### src/cgra_pkg.sv
package cgra_pkg;

  typedef logic [15:0] word_t;
  typedef logic [2:0]  thread_t;
  typedef logic [7:0]  pc_t;
  typedef logic [3:0]  reg_addr_t;
  typedef logic [3:0]  op_t;
  typedef logic [7:0]  pe_id_t;
  typedef logic [3:0]  conf_cmd_t;
  typedef logic [63:0] conf_word_t;

  localparam int NUM_THREADS = 8;
  localparam int PIPE_DEPTH  = 4; // Enabled cycles from issue to visible result
  localparam int IMEM_WORDS  = 2048; // 256 slots per thread
  localparam int RF_WORDS    = 128;  // 16 registers per thread

  // Configuration word fields
  localparam int CONF_PE_MSB     = 63;
  localparam int CONF_PE_LSB     = 56;
  localparam int CONF_CMD_MSB    = 55;
  localparam int CONF_CMD_LSB    = 52;
  localparam int CONF_THREAD_MSB = 51;
  localparam int CONF_THREAD_LSB = 49;
  localparam int CONF_ADDR_MSB   = 48;
  localparam int CONF_ADDR_LSB   = 41;
  localparam int CONF_DATA_MSB   = 15;
  localparam int CONF_DATA_LSB   = 0;

  localparam conf_cmd_t CMD_IDLE    = 4'd0;
  localparam conf_cmd_t CMD_INST    = 4'd1;
  localparam conf_cmd_t CMD_CONST   = 4'd2;
  localparam conf_cmd_t CMD_PC_MAX  = 4'd3;
  localparam conf_cmd_t CMD_PC_LOOP = 4'd4;
  localparam conf_cmd_t CMD_IGNORE  = 4'd5;

  // Instruction fields
  localparam int INST_OP_MSB    = 15;
  localparam int INST_OP_LSB    = 12;
  localparam int INST_SRC_B_RF  = 11;
  localparam int INST_RF_WE     = 10;
  localparam int INST_FIFO_PUSH = 9;
  localparam int INST_OUT_A_EN  = 8;
  localparam int INST_OUT_B_EN  = 7;
  localparam int INST_REG_MSB   = 6;
  localparam int INST_REG_LSB   = 3;

  localparam op_t OP_NOP    = 4'd0;
  localparam op_t OP_ADD    = 4'd1;
  localparam op_t OP_SUB    = 4'd2;
  localparam op_t OP_AND    = 4'd3;
  localparam op_t OP_OR     = 4'd4;
  localparam op_t OP_XOR    = 4'd5;
  localparam op_t OP_PASS_A = 4'd6;
  localparam op_t OP_PASS_B = 4'd7;
  localparam op_t OP_SHL    = 4'd8;
  localparam op_t OP_MUL    = 4'd9;

endpackage

### src/conf_if.sv
`timescale 1ns/1ns

interface conf_if;
  import cgra_pkg::*;

  logic      inst_we;
  pc_t       inst_addr;
  word_t     inst_data;
  logic      const_we;
  reg_addr_t const_addr;
  word_t     const_data;
  logic      pc_max_we;
  logic      pc_loop_we;
  logic      ignore_we;
  pc_t       bound_data; // Shared by max, loop and ignore writes
  thread_t   thread;

  modport src (
    output inst_we, inst_addr, inst_data,
    output const_we, const_addr, const_data,
    output pc_max_we, pc_loop_we, ignore_we,
    output bound_data, thread
  );

  modport dst (
    input inst_we, inst_addr, inst_data,
    input const_we, const_addr, const_data,
    input pc_max_we, pc_loop_we, ignore_we,
    input bound_data, thread
  );

endinterface

### src/conf_reader.sv
`timescale 1ns/1ns

module conf_reader #(
  parameter cgra_pkg::pe_id_t PE_ID = 8'd0
) (
  input  logic                 clk,
  input  logic                 reset,
  input  cgra_pkg::conf_word_t conf_bus_in,
  conf_if.src                  conf
);
  import cgra_pkg::*;

  pe_id_t    word_pe;
  conf_cmd_t word_cmd;
  thread_t   word_thread;
  pc_t       word_addr;
  word_t     word_data;
  logic      hit;

  assign word_pe     = conf_bus_in[CONF_PE_MSB:CONF_PE_LSB];
  assign word_cmd    = conf_bus_in[CONF_CMD_MSB:CONF_CMD_LSB];
  assign word_thread = conf_bus_in[CONF_THREAD_MSB:CONF_THREAD_LSB];
  assign word_addr   = conf_bus_in[CONF_ADDR_MSB:CONF_ADDR_LSB];
  assign word_data   = conf_bus_in[CONF_DATA_MSB:CONF_DATA_LSB];

  // Words for other PEs pass by untouched
  assign hit = (word_pe == PE_ID) && (word_cmd != CMD_IDLE);

  always_ff @(posedge clk) begin
    if (reset) begin
      conf.inst_we    <= 1'b0;
      conf.const_we   <= 1'b0;
      conf.pc_max_we  <= 1'b0;
      conf.pc_loop_we <= 1'b0;
      conf.ignore_we  <= 1'b0;
    end else begin
      conf.inst_we    <= hit && (word_cmd == CMD_INST);
      conf.const_we   <= hit && (word_cmd == CMD_CONST);
      conf.pc_max_we  <= hit && (word_cmd == CMD_PC_MAX);
      conf.pc_loop_we <= hit && (word_cmd == CMD_PC_LOOP);
      conf.ignore_we  <= hit && (word_cmd == CMD_IGNORE);
    end
  end

  // Payload follows the bus word every cycle
  always_ff @(posedge clk) begin
    conf.thread     <= word_thread;
    conf.inst_addr  <= word_addr;
    conf.inst_data  <= word_data;
    conf.const_addr <= word_addr[3:0]; // RF slice is 16 deep
    conf.const_data <= word_data;
    conf.bound_data <= word_data[7:0];
  end

endmodule

### src/flat_wrapper.sv
// flat-port wrapper written by rule: the top's interface ports become plain ports
module conf_reader_flat import cgra_pkg::*;
#(
  parameter cgra_pkg::pe_id_t PE_ID = 8'd0
)
  (clk, reset, conf_bus_in, conf_inst_we, conf_inst_addr, conf_inst_data, conf_const_we, conf_const_addr, conf_const_data, conf_pc_max_we, conf_pc_loop_we, conf_ignore_we, conf_bound_data, conf_thread);
  conf_if conf_i ();
  input  logic clk;
  input  logic reset;
  input  cgra_pkg::conf_word_t conf_bus_in;
  output wire logic [$bits(conf_i.inst_we)-1:0] conf_inst_we;
  output wire logic [$bits(conf_i.inst_addr)-1:0] conf_inst_addr;
  output wire logic [$bits(conf_i.inst_data)-1:0] conf_inst_data;
  output wire logic [$bits(conf_i.const_we)-1:0] conf_const_we;
  output wire logic [$bits(conf_i.const_addr)-1:0] conf_const_addr;
  output wire logic [$bits(conf_i.const_data)-1:0] conf_const_data;
  output wire logic [$bits(conf_i.pc_max_we)-1:0] conf_pc_max_we;
  output wire logic [$bits(conf_i.pc_loop_we)-1:0] conf_pc_loop_we;
  output wire logic [$bits(conf_i.ignore_we)-1:0] conf_ignore_we;
  output wire logic [$bits(conf_i.bound_data)-1:0] conf_bound_data;
  output wire logic [$bits(conf_i.thread)-1:0] conf_thread;
  assign conf_inst_we = conf_i.inst_we;
  assign conf_inst_addr = conf_i.inst_addr;
  assign conf_inst_data = conf_i.inst_data;
  assign conf_const_we = conf_i.const_we;
  assign conf_const_addr = conf_i.const_addr;
  assign conf_const_data = conf_i.const_data;
  assign conf_pc_max_we = conf_i.pc_max_we;
  assign conf_pc_loop_we = conf_i.pc_loop_we;
  assign conf_ignore_we = conf_i.ignore_we;
  assign conf_bound_data = conf_i.bound_data;
  assign conf_thread = conf_i.thread;
  conf_reader #(.PE_ID(PE_ID)) u_core (.clk(clk), .reset(reset), .conf_bus_in(conf_bus_in), .conf(conf_i));
endmodule
### config.mk
export PLATFORM = sky130hd
export DESIGN_NAME = conf_reader_flat
export DESIGN_NICKNAME = d
export VERILOG_FILES = /design/src/cgra_pkg.sv /design/src/conf_if.sv /design/src/conf_reader.sv /design/src/flat_wrapper.sv
export SDC_FILE = /design/constraint.sdc
export NUM_CORES = 1
export LEC_CHECK = 0
export BUFFER_PORTS_ARGS = -buffer_cell sky130_fd_sc_hd__buf_4
export CAP_MARGIN = 20
export CORE_UTILIZATION = 27
export CTS_CLUSTER_SIZE = 8
export DETAILED_ROUTE_END_ITERATION = 6
export PLACE_DENSITY = 0.76
export SYNTH_ARGS = -nofsm -noshare
export SYNTH_HDL_FRONTEND = slang
export SYNTH_SLANG_ARGS = --single-unit
### constraint.sdc
create_clock -name clk -period 1.1 [get_ports clk]
set_input_delay 0.22 -clock clk [delete_from_list [all_inputs] [get_ports clk]]
set_output_delay 0.22 -clock clk [all_outputs]
set_load 0.01 [all_outputs]
==> impl.org, run 1 <==
** Clocking
- Clock input transition at the sequential cells of the worst setup and hold paths :: roughly 0.090 ns
- Maximum buffer depth of the clock tree :: 2
- Counting the buffers created by CTS gives 5.
- Clock tree from TritonCTS :: built
- CTS saw 32 sinks.
- The root buffer cell chosen for the clock tree is clkbuf_4.
- The clock tree synthesis step divided the H-tree into 2 levels.

** Cells and area
- Once layout is done, the placed cells without fillers occupy around 1900 um2.
- Number of nets in the layout :: approximately 240
- The number of antenna diodes in the final layout is 0.
- Area Growth Syn to Fin :: 98.9%
- The post-route netlist has between 60% and 70% of its cells at a drive strength greater than 1.
- After the flow finishes, the layout carries non-filler instances totaling 224.

** Worst setup path
- CP Capture Type :: output pin
- The critical path starts at u_core.conf.inst_data[3].
- Crit path to :: conf_bound_data[3]
- The critical path goes through buf_4.
- Family with the most delay on the worst path :: flip-flops
- In this run the number of cells on the critical path is 1.
- Slowest cell on crit path :: dfxtp_1
- In this run the worst path has a maximum fanout of 3.
- Required arrival time at the worst endpoint :: a little under 0.9 ns
- For the worst setup path, the data arrival time is between 0.8 and 0.9 ns.
- Stage delay of the slowest cell on the critical path :: 0.36 ns
- The number of buffers and inverters on the critical path is 1.
- STA classifies the critical path startpoint as a flop.
- The worst setup path is of the reg -> out kind.

** Pwr
- Net Switching :: 519 uW
- The analysis attributes to cell leakage a power of between 0.9 and 1 nW.
- Sequential cells account for 53.3% of the total power.
- Switching share of power :: 22.3%
- Power consumption :: ~2.3 mW
- Internal power contribution :: between 1.5 and 2 mW
- Clock share of power :: around 29%
- VDD sags by at most roughly 880 uV.
- Of the total power, combinational logic draws 17.8%.
- Pwr dens :: between 1000 and 1500 nW/um2

** Logic synthesis
- Top cell type's share of synthesized area :: roughly 68%
- Fraction of registers with async set/reset :: 0%
- Number of synthesized register bits :: 32
- In this run the cell area of the synthesized design comes to 942 um2.
- Number of warnings printed during yosys synthesis :: 0
- Yosys attributes the largest share of cell area to dfxtp_1, buf_4, nor4_1.
- Each instance of the synthesized netlist takes up on average 13.3 um2.
- The number of nets in the synthesized netlist is ~140.
- Of the synthesized area, sequential elements account for between 60% and 70%.
- Synth cell count leaders :: dfxtp_1, buf_4, nor4_1, or4_4, or4b_1
- Library cell with the largest summed area after synthesis :: dfxtp_1
- The most used flip-flop cell after synthesis is dfxtp_1.
- Mapped Cells :: 71
- Most common cell in the netlist :: dfxtp_1
- In this run, synthesis inferred 0 flip-flops with an integrated enable.
- Yosys mapped the design onto 8 distinct sky130hd cell types.

** Route
- Starting DRT DRC Count :: 28
- In the routed layout, each cell is associated on average with a via count of 3.98.
- Via count :: approximately 900
- Number of detailed-route iterations in the first pass :: 4
- The detail route stage leaves a number of antenna-violating nets equal to 0.
- Detailed-route wire length per cell :: around 11 um
- The routed design has between 2000 and 2500 um of wire.
- In the routed design, unresolved DRC markers number 0.

** STA
- Maximum achievable frequency :: 966 MHz
- Setup violations remaining at the end of the flow were counted as 0.
- Max-slew violation total from the final report :: 0
- The final hold violation count was 0.
- Period Utilization, post-route :: between 90% and 100%
- Setup repair after global routing left no endpoint under its margin.
- Slew Limit Headroom :: 84.2%
- The routed design could run at a clock period as short as around 1.0 ns.
- Slew @ Worst Pin :: about 0.23 ns

** Placed design
- In this run, placement finished with an instance count of between 150 and 200.
- In this run the cell area measured after placement is around 1500 um2.
- GPL Wtd Cong :: 0.628
- I/O Buffers :: 100

** Run status
- Result of the run :: finished clean

** Die
- The die covers between 3000 and 4000 um2.
- The floorplan has 21 rows.
- IO Pins :: roughly 130
- The die is 61.1 um tall.
- Total core area :: between 3000 and 4000 um2
- Initial core utilization :: between 20% and 30%
- Measured along the x axis, the die boundary spans between 60 and 70 um.

** Global route
- Initial antenna violation count :: 0
- Largest net degree at the start of global routing :: 10
- Total congestion overflow after global routing :: 0
- GR Util All Layers :: roughly an eighth
- First-pass GRT wire length :: 3280 um
- The number of global-route vias before repair was approximately 830.

** Job
- Across the run, the number of max-cap violations was 0.

** Min path
- The worst hold path belongs to the class in -> reg.
==> flip-flops by register name, summed over array words and instances, names as in the netlist <==
register,count
u_core.conf.pc_loop_we,1
u_core.conf.inst_data,16
u_core.conf.inst_addr,8
u_core.conf.inst_we,1
u_core.conf.thread,3
u_core.conf.const_we,1
u_core.conf.ignore_we,1
u_core.conf.pc_max_we,1
==> power by group through the flow <==
stage | clock, mW | combinational (mW) | sequential (mW)
2_1_floorplan | 0 | 0.113 | 1.29
6_report | 0.673 | 0.413 | 1.24
3_5_place_dp | 0 | 0.337 | 1.27
5_1_grt | 0.748 | 0.443 | 1.25
4_1_cts | 0.710 | 0.415 | 1.24
3_3_place_gp | 0 | 0.332 | 1.26
==> cells by family (layout without fill, tap and decap cells) <==
logic type             count (synthesis)  after routing  synth area share [%]
DFF                                   32             32                  68.0
and+or+nand+nor                       10             10                  9.30
buffers and inverters                 29            136                  22.7
==> stage by stage <==
step	setup TNS, ns	utilization (%)	hold slack [ns]	worst slack (ns)
floorplan	0	-	0.248	0.0108
global route	0	56.2	0.0510	0.00727
CTS	0	56.0	0.0518	0.0232
detailed placement	-0.762	46.2	0.325	-0.170
finish	0	56.2	0.0717	0.0646
global placement	-0.769	46.2	0.324	-0.164
==> layout make-up <==
cell class / instances / area, um2
timing repair buffer: 127 / 1020
multi-input combinational: 10 / 87.6
clock buffer: 8 / 58.8
inverter: 1 / 3.75
fill: 290 / 1460
tap: 46 / 57.6
sequential: 32 / 646
==> worst min-delay path by stage <==
stage	start	end	slack, ns	depth (start not counted)
3_3_place_gp	conf_bus_in[9]	u_core.conf.inst_data[9]	0.32	1
3_5_place_dp	conf_bus_in[49]	u_core.conf.thread[0]	0.33	1
6_report	conf_bus_in[52]	u_core.conf.const_we	0.07	2
5_1_grt	conf_bus_in[52]	u_core.conf.pc_loop_we	0.05	2
4_1_cts	conf_bus_in[52]	u_core.conf.const_we	0.05	2
2_1_floorplan	conf_bus_in[41]	u_core.conf.inst_addr[0]	0.25	0
==> per-layer routing <==
metal / wire [um] / global-route usage (%) / vias up
met5: 0 / 0 / -
met4: 23 / 7.79 / 0
met3: 286 / 5.88 / 2
met2: 1360 / 24.5 / 68
met1: 692 / 10.0 / 404
li1: - / - / 418
==> layout by cell type, fill, tap and decap left out <==
cell type	instances
or4_4	2
or4_1	1
nor4_1	4
buf_4	100
clkbuf_8	1
inv_1	1
dlygate4sd3_1	27
dfxtp_1	28
dfxtp_2	4
or4b_1	2
clkbuf_4	5
clkbuf_1	2
nor4_2	1
==> what timing repair did <==
| item | 4_1_cts | 5_1_grt |
|---|---|---|
| buffers inserted | 0 | 0 |
| gates resized for setup | 0 | 4 |
| setup endpoints to repair | 0 | 10 |
| endpoints found under the hold margin | 27 | 0 |
| hold buffers | 27 | 0 |
Power figures use the tool's default switching activity.
==> run 2, diff against run 1 <==
- CELL_PAD_IN_SITES_DETAIL_PLACEMENT: unset -> 1
- CELL_PAD_IN_SITES_GLOBAL_PLACEMENT: unset -> 1
- CORE_ASPECT_RATIO: unset -> 0.8
- CORE_UTILIZATION: 27 -> 18
- CTS_BUF_LIST: unset -> sky130_fd_sc_hd__clkbuf_16
- PLACE_DENSITY: 0.76 -> 0.77
==> run 2 against run 1 <==
Largest cell class unchanged. Total power is 33% higher. Fmax down 1.9%. Worst hold slack lost 0.019 ns. Combinational power fell by 18%. Non-clock buffer count fell by 27.
==> impl.org, run 2 (synthesis gave the netlist of run 1 again) <==
** Die
- The effective utilization at floorplan is 18.7% (was 28.2%).
- The number of placement rows is 23 (was 21).
- The core box area was 5040 um2 (was 3340 um2).
- Die boundary height :: 66.7 um (was 61.1 um)
- Die span in x :: 82.9 um (was 61.1 um)
- The area enclosed by the die boundary came to 5530 um2 (was 3730 um2).
- The number of ports placed on the die boundary is 126 (unchanged).

** Cells and area
- Most common library cell in the layout ignoring fill and taps :: buf_4 (unchanged)
- Largest registers :: u_core.conf.inst_data: 16 flops, u_core.conf.inst_addr: 8 flops, u_core.conf.thread: 3 flops (unchanged)
- Area of combinational cells with multiple inputs :: 87.6 um2 (unchanged)
- Most used cells in the layout excluding fill and tap cells :: buf_4, dfxtp_1, clkbuf_16 (was buf_4, dfxtp_1, dlygate4sd3_1)
- Fraction of layout instances using a drive strength above 1 :: 72.8% (was 63.5%)
- The number of nets in the finished design came to 216 (was 243).
- The area taken by flip-flops and latches came to 641 um2 (was 646 um2).
- The register containing the most flip-flops in the final layout is u_core.conf.inst_data (unchanged).
- Diode count :: 0 (unchanged)
- The number of inserted filler cells in the final layout was 574 (was 290).
- Max FFs per register :: 16 (unchanged)
- The layout overhead on the synthesized area was 83.0% (was 98.9%).
- The final standard cell utilization of the core was 34.2% (was 56.2%).
- Post-route insts no fill :: 213 (was 224)

** Clocking
- The maximum buffer depth of the clock tree is 2 (unchanged).
- The H-tree level count was 2 (unchanged).
- Setup bufs post-CTS :: 0 (unchanged)
- The total CTS buffers came to 5 (unchanged).
- The TritonCTS clock tree was built (unchanged).
- The clock-pin slew on the worst setup and hold paths came to 0.05 ns (was 0.09 ns).
- Count of cells resized by post-cts repair :: 0 (unchanged)
- The clock sink count came to 32 (unchanged).
- The root buffer selected by CTS is clkbuf_16 (was clkbuf_4).
- Hold-fix buffers, CTS :: 0 (was 27)

** STA
- The maximum clock rate is 947 MHz (was 966 MHz).
- The final-layout worst hold slack came to 0.0526 ns (was 0.0717 ns).
- Period Utilization, post-route :: 96.0% (was 94.1%)
- The final-layout setup total negative slack was 0 ns (unchanged).
- Max-slew violation total from the final report :: 0 (unchanged)
- Slew Limit Headroom :: 81.3% (was 84.2%)
- The minimum clock period is 1.06 ns (was 1.04 ns).
- Unrepaired setup endpoints after global routing: no (unchanged).
- The actual transition at the worst max-transition pin was 0.279 ns (was 0.235 ns).
- The number of endpoints failing setup at the final stage came to 0 (unchanged).
- Hold Vio Cnt, Final :: 0 (unchanged)

** Global route
- Total congestion overflow after global routing :: 0 (unchanged)
- The number of antenna violations at the first check in global routing came to 0 (unchanged).
- Grt met2 use :: 15.7% (was 24.5%)
- Most utilized layer in the global route result :: met2 (unchanged)
- Global Route met3 Usage :: 2.85% (was 5.88%)
- First-pass GRT wire length :: 3690 um (was 3280 um)
- The pin count of the biggest net entering global routing came to 11 (was 10).
- Global Route met1 Usage :: 9.02% (was 10.0%)
- The number of global-route vias before repair is 773 (was 834).
- GR Util All Layers :: 8.62% (was 12.7%)

** Worst setup path
- Critical path fanouts, max :: 5 (was 3)
- The data arrival at the endpoint of the critical path came to 1.21 ns (was 0.82 ns).
- Kind of launch point of the worst setup path :: input pin (was flop)
- The data required time of the worst path came to 1.26 ns (was 0.88 ns).
- The termination of the worst setup path is u_core.conf.pc_max_we (was conf_bound_data[3]).
- The path type of the worst setup path was in -> reg (was reg -> out).
- The endpoint type of the worst setup path was a flop (was output pin).
- Critical path origin :: conf_bus_in[61] (was u_core.conf.inst_data[3])

** Route
- Number of detailed-route iterations in the first pass :: 4 (unchanged)
- The detailed router's first-iteration violation count came to 27 (was 28).
- WL final :: 2420 um (was 2360 um)
- The average routed wire per standard cell came to 11.4 um (was 10.5 um).
- The number of routed nets with antenna violations is 0 (unchanged).
- The DRC violations left came to 0 (unchanged).
- Via count :: 784 (was 892)
- Via count normalized by instance count :: 3.68 (was 3.98)

** Job
- The number of max-cap violations came to 0 (unchanged).

** Pwr
- The leakage power summed over all cells is 0.852 nW (was 0.913 nW).
- The highest ir drop seen on vdd came to 703 uV (was 875 uV).
- The power density over the cells came to 1790 nW/um2 (was 1240 nW/um2).

** Run status
- Result of the run :: finished clean (unchanged)

** Placed design
- The routability-driven placement congestion ratio was 0.618 (was 0.628).
- After legalization and detailed placement, the total HPWL measured approximately 2100 um.
- I/O Buffers :: 100 (unchanged)
- Number of instances in the placed design :: 205 (was 189)

** Min path
- The class of the tightest hold or removal check is in -> reg (unchanged).
-- run 2: cell types whose count changed in the layout (fill, tap and decap cells not counted), moves of 2 or more --
cell,before,now
dlygate4sd3_1,27,0
clkbuf_16,0,5
clkbuf_4,5,0
dfxtp_2,4,0
clkbuf_1,2,0
dfxtp_1,28,32
-- run 2: critical path: stages --
cell and delay, ns:
buf_4 0.11, or4_4 0.56, nor4_1 0.32
-- run 2: layout make-up --
cell class              count  area share [%]
repair buffers            100            43.5
flip-flops and latches     32            37.2
clock buffers               5            7.26
multi-input cells          10            5.08
well taps                  62            4.50
clock inverters             3            2.25
inverters                   1           0.218
-- run 2: per-stage QoR --
stage | cell area (um2) | power (mW) | setup slack [ns]
detailed placement | 1560 | 1.61 | -0.219
finish | 1720 | 3.08 | 0.0442
floorplan | 942 | 1.40 | 0.0108
global route | 1720 | 3.21 | 0.0265
global placement | 1560 | 1.60 | -0.176
CTS | 1720 | 3.14 | 0.0584
-- run 2: report_power, final --
part	internal (mW)	leakage, nW	switching, mW
Combinational	0.216	0.499	0.121
Sequential	1.21	0.268	0.0273
Clock	1.05	0.0850	0.451
Total	2.48	0.852	0.599
-- run 2: layer usage --
metal	vias up	wire (um)	share of wire [%]
li1	367	-	-
met1	360	895	37
met2	55	1280	53
met3	2	218	9.0
met4	0	31	1.3
met5	-	0	0
-- run 2: worst min path at each step --
stage	startpoint	to	slack (ns)	cells after the start
after CTS	conf_bus_in[8]	u_core.conf.inst_data[8]	0.05	1
after detailed placement	conf_bus_in[5]	u_core.conf.inst_data[5]	0.33	1
after global placement	conf_bus_in[42]	u_core.conf.inst_addr[1]	0.32	1
final	conf_bus_in[51]	u_core.conf.thread[2]	0.05	1
after floorplan	conf_bus_in[41]	u_core.conf.inst_addr[0]	0.25	0
after global routing	conf_bus_in[14]	u_core.conf.inst_data[14]	0.04	1
